File: src/i2c_pkg.sv
// I2C master package: shared widths, quarter-phase timing and sequencer states
`default_nettype none

package i2c_pkg;

	typedef logic [6:0] dev_addr_t;
	typedef logic [7:0] reg_addr_t;
	typedef logic [7:0] data_t;
	typedef logic [1:0] quarter_t;   // 0,1 scl low; 2,3 scl high
	typedef logic [3:0] slot_t;      // bit slot within one byte
	typedef logic [2:0] div_cnt_t;

	typedef enum logic [3:0] {
		IDLE,
		START,
		SEND_ADDR,
		SEND_REG,
		RESTART,
		SEND_ADDR_RD,
		SEND_DATA,
		RECV_DATA,
		STOP,
		STOP_HOLD
	} seq_state_t;

	localparam int unsigned QUARTER_CYCLES = 5;   // i2c_clk cycles per quarter
	localparam int unsigned BIT_SLOTS = 9;        // 8 data bits + ack

	localparam slot_t ACK_SLOT = slot_t'(BIT_SLOTS - 1);

	localparam quarter_t Q_LOAD = 2'd0;     // bit presented
	localparam quarter_t Q_SAMPLE = 2'd2;   // sda sampled
	localparam quarter_t Q_LAST = 2'd3;

	localparam data_t RD_DUMMY = 8'hFF;     // keeps sda released while receiving

endpackage

`default_nettype wire

File: src/i2c_byte_if.sv
// byte transfer link between the I2C sequencer and the byte shifter
`timescale 1ns/1ps
`default_nettype none

interface i2c_byte_if;

	logic           load;
	i2c_pkg::data_t tx_byte;
	logic           rx_mode;
	logic           ack_level;
	logic           sda_low;
	i2c_pkg::data_t rx_byte;
	logic           ack_seen;
	logic           byte_done;

	modport seq (
		output load,
		output tx_byte,
		output rx_mode,
		output ack_level,
		input  sda_low,
		input  rx_byte,
		input  ack_seen,
		input  byte_done
	);

	modport shf (
		input  load,
		input  tx_byte,
		input  rx_mode,
		input  ack_level,
		output sda_low,
		output rx_byte,
		output ack_seen,
		output byte_done
	);

endinterface

`default_nettype wire

File: src/i2c_bit_timer.sv
// I2C bit timer: splits each SCL bit into four quarter phases of i2c_clk
`timescale 1ns/1ps
`default_nettype none

module i2c_bit_timer (
	input  wire                i2c_clk,
	input  wire                i_rst_n,
	output logic               o_tick,
	output i2c_pkg::quarter_t  o_quarter
);

	i2c_pkg::div_cnt_t div_cnt;

	wire wrap = (div_cnt == '0);

	// free running, quarter follows every wrap of the divider
	always_ff @(posedge i2c_clk or negedge i_rst_n) begin
		if (!i_rst_n) begin
			div_cnt   <= i2c_pkg::div_cnt_t'(i2c_pkg::QUARTER_CYCLES - 1);
			o_tick    <= 1'b0;
			o_quarter <= i2c_pkg::Q_LAST;   // first tick opens quarter 0
		end else if (wrap) begin
			div_cnt   <= i2c_pkg::div_cnt_t'(i2c_pkg::QUARTER_CYCLES - 1);
			o_tick    <= 1'b1;
			o_quarter <= o_quarter + 2'd1;
		end else begin
			div_cnt <= div_cnt - 3'd1;
			o_tick  <= 1'b0;
		end
	end

endmodule

`default_nettype wire

File: src/i2c_byte_shifter.sv
// I2C byte shifter: serialises bytes MSB first and collects read bits and acks
`timescale 1ns/1ps
`default_nettype none

module i2c_byte_shifter (
	input  wire                    i2c_clk,
	input  wire                    i_rst_n,
	input  wire                    i_tick,
	input  wire i2c_pkg::quarter_t i_quarter,
	input  wire                    i_sda,
	i2c_byte_if.shf                byte_port
);

	i2c_pkg::data_t tx_sr;
	i2c_pkg::data_t rx_sr;
	i2c_pkg::slot_t slot;
	logic           active;
	logic           ack_r;
	logic           sda_r;

	wire slot_start = i_tick && (i_quarter == i2c_pkg::Q_LOAD);
	wire sample     = i_tick && (i_quarter == i2c_pkg::Q_SAMPLE);
	wire in_ack     = (slot == i2c_pkg::ACK_SLOT);
	wire take       = slot_start && byte_port.load;

	always_ff @(posedge i2c_clk or negedge i_rst_n) begin
		if (!i_rst_n) begin
			active <= 1'b0;
			slot   <= '0;
			ack_r  <= 1'b0;
			sda_r  <= 1'b0;
		end else begin
			if (take) begin
				active <= 1'b1;
				slot   <= '0;
			end else if (slot_start && active) begin
				if (in_ack)
					active <= 1'b0;
				else
					slot <= slot + 4'd1;
			end
			if (sample && active && in_ack)
				ack_r <= !i_sda;   // target pulled sda low
			if (byte_port.rx_mode)
				sda_r <= active && in_ack && !byte_port.ack_level;
			else
				sda_r <= active && !in_ack && !tx_sr[7];
		end
	end

	always_ff @(posedge i2c_clk) begin
		if (take)
			tx_sr <= byte_port.tx_byte;
		else if (slot_start && active && !in_ack)
			tx_sr <= {tx_sr[6:0], 1'b1};
		if (sample && active && !in_ack)
			rx_sr <= {rx_sr[6:0], i_sda};
	end

	assign byte_port.sda_low   = sda_r;
	assign byte_port.rx_byte   = rx_sr;
	assign byte_port.ack_seen  = ack_r;
	assign byte_port.byte_done = slot_start && active && in_ack;

endmodule

`default_nettype wire

File: src/i2c_master_top.sv
// I2C register access master: timer, sequencer and shifter with open-drain outputs
`timescale 1ns/1ps
`default_nettype none

module i2c_master_top (
	input  wire                     i2c_clk,
	input  wire                     i_rst_n,
	input  wire                     i_start,
	input  wire                     i_read,
	input  wire i2c_pkg::dev_addr_t i_dev_addr,
	input  wire i2c_pkg::reg_addr_t i_reg_addr,
	input  wire i2c_pkg::data_t     i_wr_data,
	input  wire                     i_sda,
	output i2c_pkg::data_t          o_rd_data,
	output logic                    o_busy,
	output logic                    o_done,
	output logic                    o_nack,
	output logic                    o_scl_oe,
	output logic                    o_sda_oe
);

	logic              tick;
	i2c_pkg::quarter_t quarter;
	logic              seq_sda_low;

	i2c_byte_if byte_bus ();

	i2c_bit_timer timer_i (
		.i2c_clk   (i2c_clk),
		.i_rst_n   (i_rst_n),
		.o_tick    (tick),
		.o_quarter (quarter)
	);

	i2c_sequencer seq_i (
		.i2c_clk    (i2c_clk),
		.i_rst_n    (i_rst_n),
		.i_tick     (tick),
		.i_quarter  (quarter),
		.i_start    (i_start),
		.i_read     (i_read),
		.i_dev_addr (i_dev_addr),
		.i_reg_addr (i_reg_addr),
		.i_wr_data  (i_wr_data),
		.byte_port  (byte_bus.seq),
		.o_rd_data  (o_rd_data),
		.o_busy     (o_busy),
		.o_done     (o_done),
		.o_nack     (o_nack),
		.o_scl_low  (o_scl_oe),
		.o_sda_low  (seq_sda_low)
	);

	i2c_byte_shifter shf_i (
		.i2c_clk   (i2c_clk),
		.i_rst_n   (i_rst_n),
		.i_tick    (tick),
		.i_quarter (quarter),
		.i_sda     (i_sda),
		.byte_port (byte_bus.shf)
	);

	assign o_sda_oe = seq_sda_low | byte_bus.sda_low;   // either side may pull sda

endmodule

`default_nettype wire

File: src/i2c_sequencer.sv
// I2C transaction sequencer: start, address, register, data, ack and stop control
`timescale 1ns/1ps
`default_nettype none

module i2c_sequencer (
	input  wire                 i2c_clk,
	input  wire                 i_rst_n,
	input  wire                 i_tick,
	input  wire i2c_pkg::quarter_t  i_quarter,
	input  wire                 i_start,
	input  wire                 i_read,
	input  wire i2c_pkg::dev_addr_t i_dev_addr,
	input  wire i2c_pkg::reg_addr_t i_reg_addr,
	input  wire i2c_pkg::data_t     i_wr_data,
	i2c_byte_if.seq             byte_port,
	output i2c_pkg::data_t      o_rd_data,
	output logic                o_busy,
	output logic                o_done,
	output logic                o_nack,
	output logic                o_scl_low,
	output logic                o_sda_low
);

	i2c_pkg::seq_state_t state, state_nx;
	i2c_pkg::dev_addr_t  req_dev;
	i2c_pkg::reg_addr_t  req_reg;
	i2c_pkg::data_t      req_data;
	i2c_pkg::data_t      tx_c;
	logic                req_read;
	logic                armed;
	logic                load_c;
	logic                sda_c;

	wire slot_start = i_tick && (i_quarter == i2c_pkg::Q_LOAD);
	wire last_tick  = i_tick && (i_quarter == i2c_pkg::Q_LAST);
	wire accept     = (state == i2c_pkg::IDLE) && i_start;
	wire ack_ok     = byte_port.ack_seen;
	wire finish     = (state == i2c_pkg::STOP_HOLD) && last_tick;

	always_comb begin
		state_nx = state;
		load_c   = 1'b0;
		tx_c     = {req_dev, 1'b0};   // address with write bit
		case (state)
			i2c_pkg::IDLE:
				if (i_start)
					state_nx = i2c_pkg::START;
			i2c_pkg::START:
				if (slot_start && armed) begin
					state_nx = i2c_pkg::SEND_ADDR;
					load_c   = 1'b1;
				end
			i2c_pkg::SEND_ADDR:
				if (byte_port.byte_done) begin
					if (!ack_ok) begin
						state_nx = i2c_pkg::STOP;
					end else begin
						state_nx = i2c_pkg::SEND_REG;
						load_c   = 1'b1;
						tx_c     = req_reg;
					end
				end
			i2c_pkg::SEND_REG:
				if (byte_port.byte_done) begin
					if (!ack_ok) begin
						state_nx = i2c_pkg::STOP;
					end else if (req_read) begin
						state_nx = i2c_pkg::RESTART;
					end else begin
						state_nx = i2c_pkg::SEND_DATA;
						load_c   = 1'b1;
						tx_c     = req_data;
					end
				end
			i2c_pkg::RESTART:
				if (slot_start) begin
					state_nx = i2c_pkg::SEND_ADDR_RD;
					load_c   = 1'b1;
					tx_c     = {req_dev, 1'b1};
				end
			i2c_pkg::SEND_ADDR_RD:
				if (byte_port.byte_done) begin
					if (!ack_ok) begin
						state_nx = i2c_pkg::STOP;
					end else begin
						state_nx = i2c_pkg::RECV_DATA;
						load_c   = 1'b1;
						tx_c     = i2c_pkg::RD_DUMMY;
					end
				end
			i2c_pkg::SEND_DATA,
			i2c_pkg::RECV_DATA:
				if (byte_port.byte_done)
					state_nx = i2c_pkg::STOP;
			i2c_pkg::STOP:
				if (last_tick)
					state_nx = i2c_pkg::STOP_HOLD;
			i2c_pkg::STOP_HOLD:
				if (last_tick)
					state_nx = i2c_pkg::IDLE;
			default:
				state_nx = i2c_pkg::IDLE;
		endcase
	end

	// scl follows the quarter inside a bit, held high around start and stop
	always_comb begin
		case (state)
			i2c_pkg::SEND_ADDR,
			i2c_pkg::SEND_REG,
			i2c_pkg::SEND_ADDR_RD,
			i2c_pkg::SEND_DATA,
			i2c_pkg::RECV_DATA,
			i2c_pkg::STOP:    o_scl_low = !i_quarter[1];
			i2c_pkg::RESTART: o_scl_low = (i_quarter == i2c_pkg::Q_LOAD);
			default:          o_scl_low = 1'b0;
		endcase
	end

	// sda held one extra cycle on the leaving tick so scl falls first
	always_comb begin
		case (state)
			i2c_pkg::START:   sda_c = armed && (i_quarter[1] || slot_start);
			i2c_pkg::RESTART: sda_c = i_quarter[1] || slot_start;
			i2c_pkg::STOP:    sda_c = 1'b1;
			default:          sda_c = 1'b0;
		endcase
	end

	always_ff @(posedge i2c_clk or negedge i_rst_n) begin
		if (!i_rst_n) begin
			state     <= i2c_pkg::IDLE;
			armed     <= 1'b0;
			o_sda_low <= 1'b0;
			o_busy    <= 1'b0;
			o_done    <= 1'b0;
			o_nack    <= 1'b0;
		end else begin
			state     <= state_nx;
			armed     <= (state_nx == i2c_pkg::START) && (armed || slot_start);
			o_sda_low <= sda_c;
			o_done    <= finish;
			if (accept) begin
				o_busy <= 1'b1;
				o_nack <= 1'b0;
			end else if (finish) begin
				o_busy <= 1'b0;
			end
			if (byte_port.byte_done && !ack_ok && state != i2c_pkg::RECV_DATA)
				o_nack <= 1'b1;   // no ack from target, abort
		end
	end

	always_ff @(posedge i2c_clk) begin
		if (accept) begin
			req_read <= i_read;
			req_dev  <= i_dev_addr;
			req_reg  <= i_reg_addr;
			req_data <= i_wr_data;
		end
		if (state == i2c_pkg::RECV_DATA && byte_port.byte_done)
			o_rd_data <= byte_port.rx_byte;
	end

	assign byte_port.load      = load_c;
	assign byte_port.tx_byte   = tx_c;
	assign byte_port.rx_mode   = (state == i2c_pkg::RECV_DATA);
	assign byte_port.ack_level = 1'b1;   // nack on the single read byte

endmodule

`default_nettype wire

File: config.mk
export PLATFORM = sky130hd
export DESIGN_NAME = i2c_master_top
export DESIGN_NICKNAME = d
export VERILOG_FILES = /design/src/i2c_pkg.sv /design/src/i2c_byte_if.sv /design/src/i2c_bit_timer.sv /design/src/i2c_byte_shifter.sv /design/src/i2c_master_top.sv /design/src/i2c_sequencer.sv
export SDC_FILE = /design/constraint.sdc
export NUM_CORES = 1
export LEC_CHECK = 0
export ABC_CLOCK_PERIOD_IN_PS = 3090
export BUFFER_PORTS_ARGS = -buffer_cell sky130_fd_sc_hd__buf_2
export CAP_MARGIN = 40
export CORE_ASPECT_RATIO = 1.5
export CORE_UTILIZATION = 25
export DETAILED_ROUTE_END_ITERATION = 10
export SLEW_MARGIN = 20
export SYNTH_ARGS = -nofsm -noshare
export SYNTH_HDL_FRONTEND = slang
export SYNTH_HIERARCHICAL = 1
export SYNTH_SLANG_ARGS = --single-unit
File: constraint.sdc
create_clock -name i2c_clk -period 3.09 [get_ports i2c_clk]
set_input_delay 0.618 -clock i2c_clk [delete_from_list [all_inputs] [get_ports i2c_clk]]
set_output_delay 0.618 -clock i2c_clk [all_outputs]
set_load 0.005 [all_outputs]
Word level (Yosys, flattened, before mapping)
Cells that the tools add are included.

Shift-type cells: 0. Add/sub/neg operators: 3. Multiply operators: 0. Muxes and demuxes: 48. Div/mod/pow operators: 0. Magnitude comparators: 0. Reductions and logical operators: 40. Bitwise logic cells: 1. Equality and inequality tests: 15.

Operators with widths (count): 2-to-1 mux 8 bit (9); 2-to-1 mux 4 bit (15); one-hot mux 4 bit (9 select lines) (1); one-hot mux 8 bit (4 select lines) (1); logical AND 1 bit (20); 2-to-1 mux 1 bit (17); == test 4 x 3 -> 1 bit, second input constant (4); == test 4 bit, second input constant (3); nonzero test 2 bit (5); == test 4 x 1 -> 1 bit, second input constant (2); == test 4 x 2 -> 1 bit, second input constant (2); OR reduction 6 bit (1); zero test 1 bit (5); adder 4 x 1 -> 4 bit, second input constant (1); == test 2 bit, second input constant (2); zero test 4 bit (1); != test 4 x 3 -> 1 bit, second input constant (1); one-hot mux 1 bit (4 select lines) (1); AND reduction 2 bit (2); OR reduction 2 bit (2); zero test 3 bit (1); 2-to-1 mux 3 bit (1); one-hot mux 1 bit (3 select lines) (1); subtractor 3 x 1 -> 3 bit, second input constant (1); other kinds (7) (8).

Flip-flop bits (word level): 70. Memory bits (read-only): 0. Word-level logic and storage cells: 127. Memory bits (writable): 0. Memories kept: 0. Latch bits: 0.

Logic depth before layout (Yosys ltp)
Depth after elaboration: 9. Gate-level depth with buffers: 12. Depth with buffers taken out: 11.

Cells and area by module
The synthesis kept the hierarchy.

Modules (own cells, without submodules): i2c_sequencer (instances 1, sequential area each 1186.1 sq um, area each 1828.0 sq um, cells each 140); i2c_byte_shifter (instances 1, sequential area each 655.6 sq um, area each 1007.2 sq um, cells each 85); i2c_bit_timer (instances 1, sequential area each 153.9 sq um, area each 231.5 sq um, cells each 17); i2c_master_top (instances 1, sequential area each 0.0 sq um, area each 6.3 sq um, cells each 1).

Worst setup path before layout
No wires, ideal clock.

Path type: reg2reg. From: reg shf_i.slot[0]. To: reg shf_i.tx_sr[0], enable pin. Setup slack: 0.456 ns. Clock period less this slack: 2.634 ns. Cell stages (with the launch flop): 12. Buffers on the path: 1. Library setup time: 0.384 ns. Data arrival time: 2.250 ns. Cell sequence: dfrtp_1 > inv_1 > ha_1 > nand3b_1 > nor2_1 > nand2_1 > nor2_1 > o21ai_0 > o21ai_0 > nand4bb_1 > clkbuf_1 > o21ai_0.

Longest elaborated chain between the ends: 6.

Ends and longest elaborated chain: from (decl) (line i2c_byte_shifter.sv:16) `i2c_pkg::slot_t slot;`; from (signal assigned) (line i2c_byte_shifter.sv:40) `slot <= slot + 4'd1;`; == test 4 bit * (line i2c_byte_shifter.sv:23) `wire in_ack = (slot == i2c_pkg::ACK_SLOT);`; logical AND 1 bit * (line i2c_byte_shifter.sv:63) `assign byte_port.byte_done = slot_start && active && in_ack;`; net byte_bus.byte_done (line i2c_byte_if.sv:14) `logic byte_done;`; 2-to-1 mux 1 bit (on tied branches) (line i2c_sequencer.sv:82, i2c_sequencer.sv:64); one-hot mux 1 bit (4 select lines) * (line i2c_sequencer.sv:44) `case (state)`; net byte_bus.load (line i2c_byte_if.sv:7) `logic load;`; logical AND 1 bit * (line i2c_byte_shifter.sv:24) `wire take = slot_start && byte_port.load;`; nonzero test 2 bit (no line) *; to (signal assigned) (line i2c_byte_shifter.sv:53) `tx_sr <= byte_port.tx_byte;`; to (signal assigned) (line i2c_byte_shifter.sv:55) `tx_sr <= {tx_sr[6:0], 1'b1};`; to (decl) (line i2c_byte_shifter.sv:14) `i2c_pkg::data_t tx_sr;`.

Mark *: on every way through the listed nets, which the timed path passes. The rest lies on a longest branch. A chain may end at the register's enable or synchronous reset.

Final worst setup path
From: reg shf_i.slot[0]. To: reg shf_i.tx_sr[4], enable pin.

The elaborated chain is that of the path after synthesis.

==> reports/results.ini <==
[logic_synthesis]
synth_edf_count = 48
synth_compound_area_share_pct = 11.6
synthSimpleGateAreaFrac_pct = 17.9
syn-num-nets = 275
yosys_warnings = 6
yosysSeqAreaShare_pct = 64.9
yosys.area_share.adder_pct = 1.63
postSynth.asyncResetShare_pct = 31.4
synth-seq-cells = 70
yosys.area.top_type = edfxtp_1
synth_mux_area_share_pct = 0
synth_area_um2 = 3070
ys_top_cells_by_area = edfxtp_1 (47%), dfrtp_1 (15%), nand2_1 (3.9%)
synth_xor_area_share_pct = 0.570
yosysTopAreaCellShare_pct = 46.9
synthFlopType = edfxtp_1
syn_inst = 243
synth_top_family_by_area = simple AND/OR/NAND/NOR gates
synth_cell_type_count = 55
syn_area_per_cell_um2 = 12.6

[sta]
period_share_pct = 86.1
clock_skew_ps = 6.36
drv_slew = 0
tightest_slew_ps = 656
hold_viol = 0
fmax_ghz = 0.376
maxSlewHeadroom_pct = 56.1
holdWs_ps = 254
rsz0062_at_grt = no
finalSetupViolCount = 0
fin_setup_tns_ps = 0
post-route-min-period_ps = 2660

[routing]
first_iter_violations = 109
remaining_drc_errors = 0
via_per_inst = 4.42
ant_nets = 0
drt-total-wl_um = 5730
first_pass_iters = 4
num_vias = 1998
wl_per_cell_um = 12.7

[placed_design]
finalWeightedCongestion = 0.756
placedCellCount = 436
io_buffers = 40
place_hpwl_um = 4100

[clock_tree]
cts_buffers = 9
cts_resized = 0
insertion_delay_ps = 330
cts.clk_slew.worst_paths_ps = 50
cts_buffer_depth = 2
htree_levels = 3
clkSinkCount = 70
cts-root-buf = clkbuf_16
cts_hold_buf = 0
cts_setup_buffers = 0
tritoncts = yes

[worst_hold_path]
min_path_type = in2async

[pwr]
power_density_nw_per_um2 = 547
ir_worst_vdd_mv = 0.322
p_leak_nw = 1.40

[run]
drv_cap = 0

[worst_setup_path]
path_class = reg2reg
cp_cell_sequence = inv_1, ha_1, nand3b_1, nor2_1, nand2_1, nor2_1, o21ai_0, o21ai_0, nand4bb_1, o21ai_0, buf_2
crit_arrival_ps = 2700
cp.required_ps = 3130
start_kind = register
crit_path_end_kind = register
crit_top_cell = o21ai_0
critPathMaxFanout = 6
cpMaxStageDelayCell = dfrtp_1
slowest_delay_ps = 420

[global_route]
grt_use_met2_pct = 16.0
grt_pass1_vias = 1924
gr-max-usage-layer = met2
grt_use_met3_pct = 3.75
grtUsageMet1_pct = 11.3
grt_max_degree = 26
grt_pass1_wl_um = 9440
antenna_found_initial = 0
grt-ovfl-total = 0
grt.total_usage_pct = 9.86

[floorplan]
fp.dieH_um = 138
pin_count = 41
die_area_um2 = 12700
core-area_um2 = 12000
start_util_pct = 25.7
die-width_um = 92.5
fp-row-count = 49

[layout]
drive_above_1_share_pct = 26.4
final_cell_mix = edfxtp_1 (48), buf_2 (41), nand2_1 (32), nor2_1 (21), dfrtp_1 (19)
multi_input_area_um2 = 977
register_area_um2 = 2000
layout_commonest_cell = edfxtp_1
num-nets-final = 326
antenna_cells = 0
area_delta_synth_final_pct = 22.7
n_fill_cell = 1241
final_cell_count_no_fill = 452

[run_status]
status = finished clean

[per-layer routing]
| layer | part of all wire, % | vias to the layer above |
|---|---|---|
| met5 | 0 | - |
| met3 | 5.2 | 10 |
| met2 | 49 | 66 |
| met4 | 2.3 | 0 |
| met1 | 43 | 938 |
| li1 | - | 984 |
[cell families (layout without fill, tap and decap cells)]
| group | after synthesis | after routing |
|---|---|---|
| buf+inv | 17 | 73 |
| simple gates | 95 | 95 |
| flops | 70 | 70 |
| xor+xnor | 2 | 2 |
| compound gates | 54 | 54 |
| fa+ha+maj | 4 | 4 |
| other cells | 1 | 1 |
[path summary, 6_finish.rpt]
check                                                 from              endpoint  slack (ps)  cells past startpoint
min in group i2c_clk            shf_i/byte_port.rx_byte[7]    seq_i/o_rd_data[7]         420                      0
worst max-delay path                         shf_i/slot[0]        shf_i/tx_sr[4]         430                     11
max in group asynchronous                          i_rst_n  timer_i/o_quarter[1]        2470                      1
worst max register to register               shf_i/slot[0]        shf_i/tx_sr[4]         430                     11
worst min-delay path                               i_rst_n           seq_i/armed         250                      1
worst min register to register  shf_i/byte_port.rx_byte[7]    seq_i/o_rd_data[7]         420                      0
[power breakdown]
| part | total, mW | switching, mW | internal (mW) |
|---|---|---|---|
| clock network | 1.04 | 0.374 | 0.666 |
| logic | 0.0219 | 0.0102 | 0.0117 |
| registers | 1.00 | 0 | 1.00 |
| total | 2.06 | 0.384 | 1.68 |
[stage by stage]
step	cell area (um^2)	utilization, %	setup slack (ps)	power [mW]
2_1_floorplan	3070	-	456	1.02
3_3_place_gp	3450	28.9	599	1.04
3_5_place_dp	3460	28.9	435	1.04
4_1_cts	3770	31.5	437	2.09
5_1_grt	3770	31.5	166	2.14
6_report	3770	31.5	429	2.06
[critical path: cells and delay by family (launching register included)]
kind | cells | cell delay, ps
simple gates | 5 | 880
compound gates | 3 | 570
flops | 1 | 420
buf+inv | 2 | 360
fa+ha+maj | 1 | 150
[cell usage after synthesis, drive strengths merged, types with 2 or more instances]
cell and count:
nor4b 2, o31ai 4, a21oi 10, and3b 2
nor2 23, dfstp 3, clkbuf 2, nor3b 5
nor4 2, nor3 3, or3 2, a22oi 8
buf 7, edfxtp 48, dfrtp 19, inv 8
nand2b 7, o21ai 19, o21a 3, nand2 32
nand3 5, nand3b 2, o211ai 2, nand4bb 3
ha 4
[final cells by class]
class | instances | share of cell area (%)
clock buffer | 11 | 6.70
clock inverter | 5 | 1.53
inverter | 8 | 0.797
multi-input combinational | 156 | 25.9
sequential | 70 | 52.9
tap | 153 | 5.08
timing repair buffer | 49 | 7.04
No activity file was read; power rests on OpenSTA's default activity.
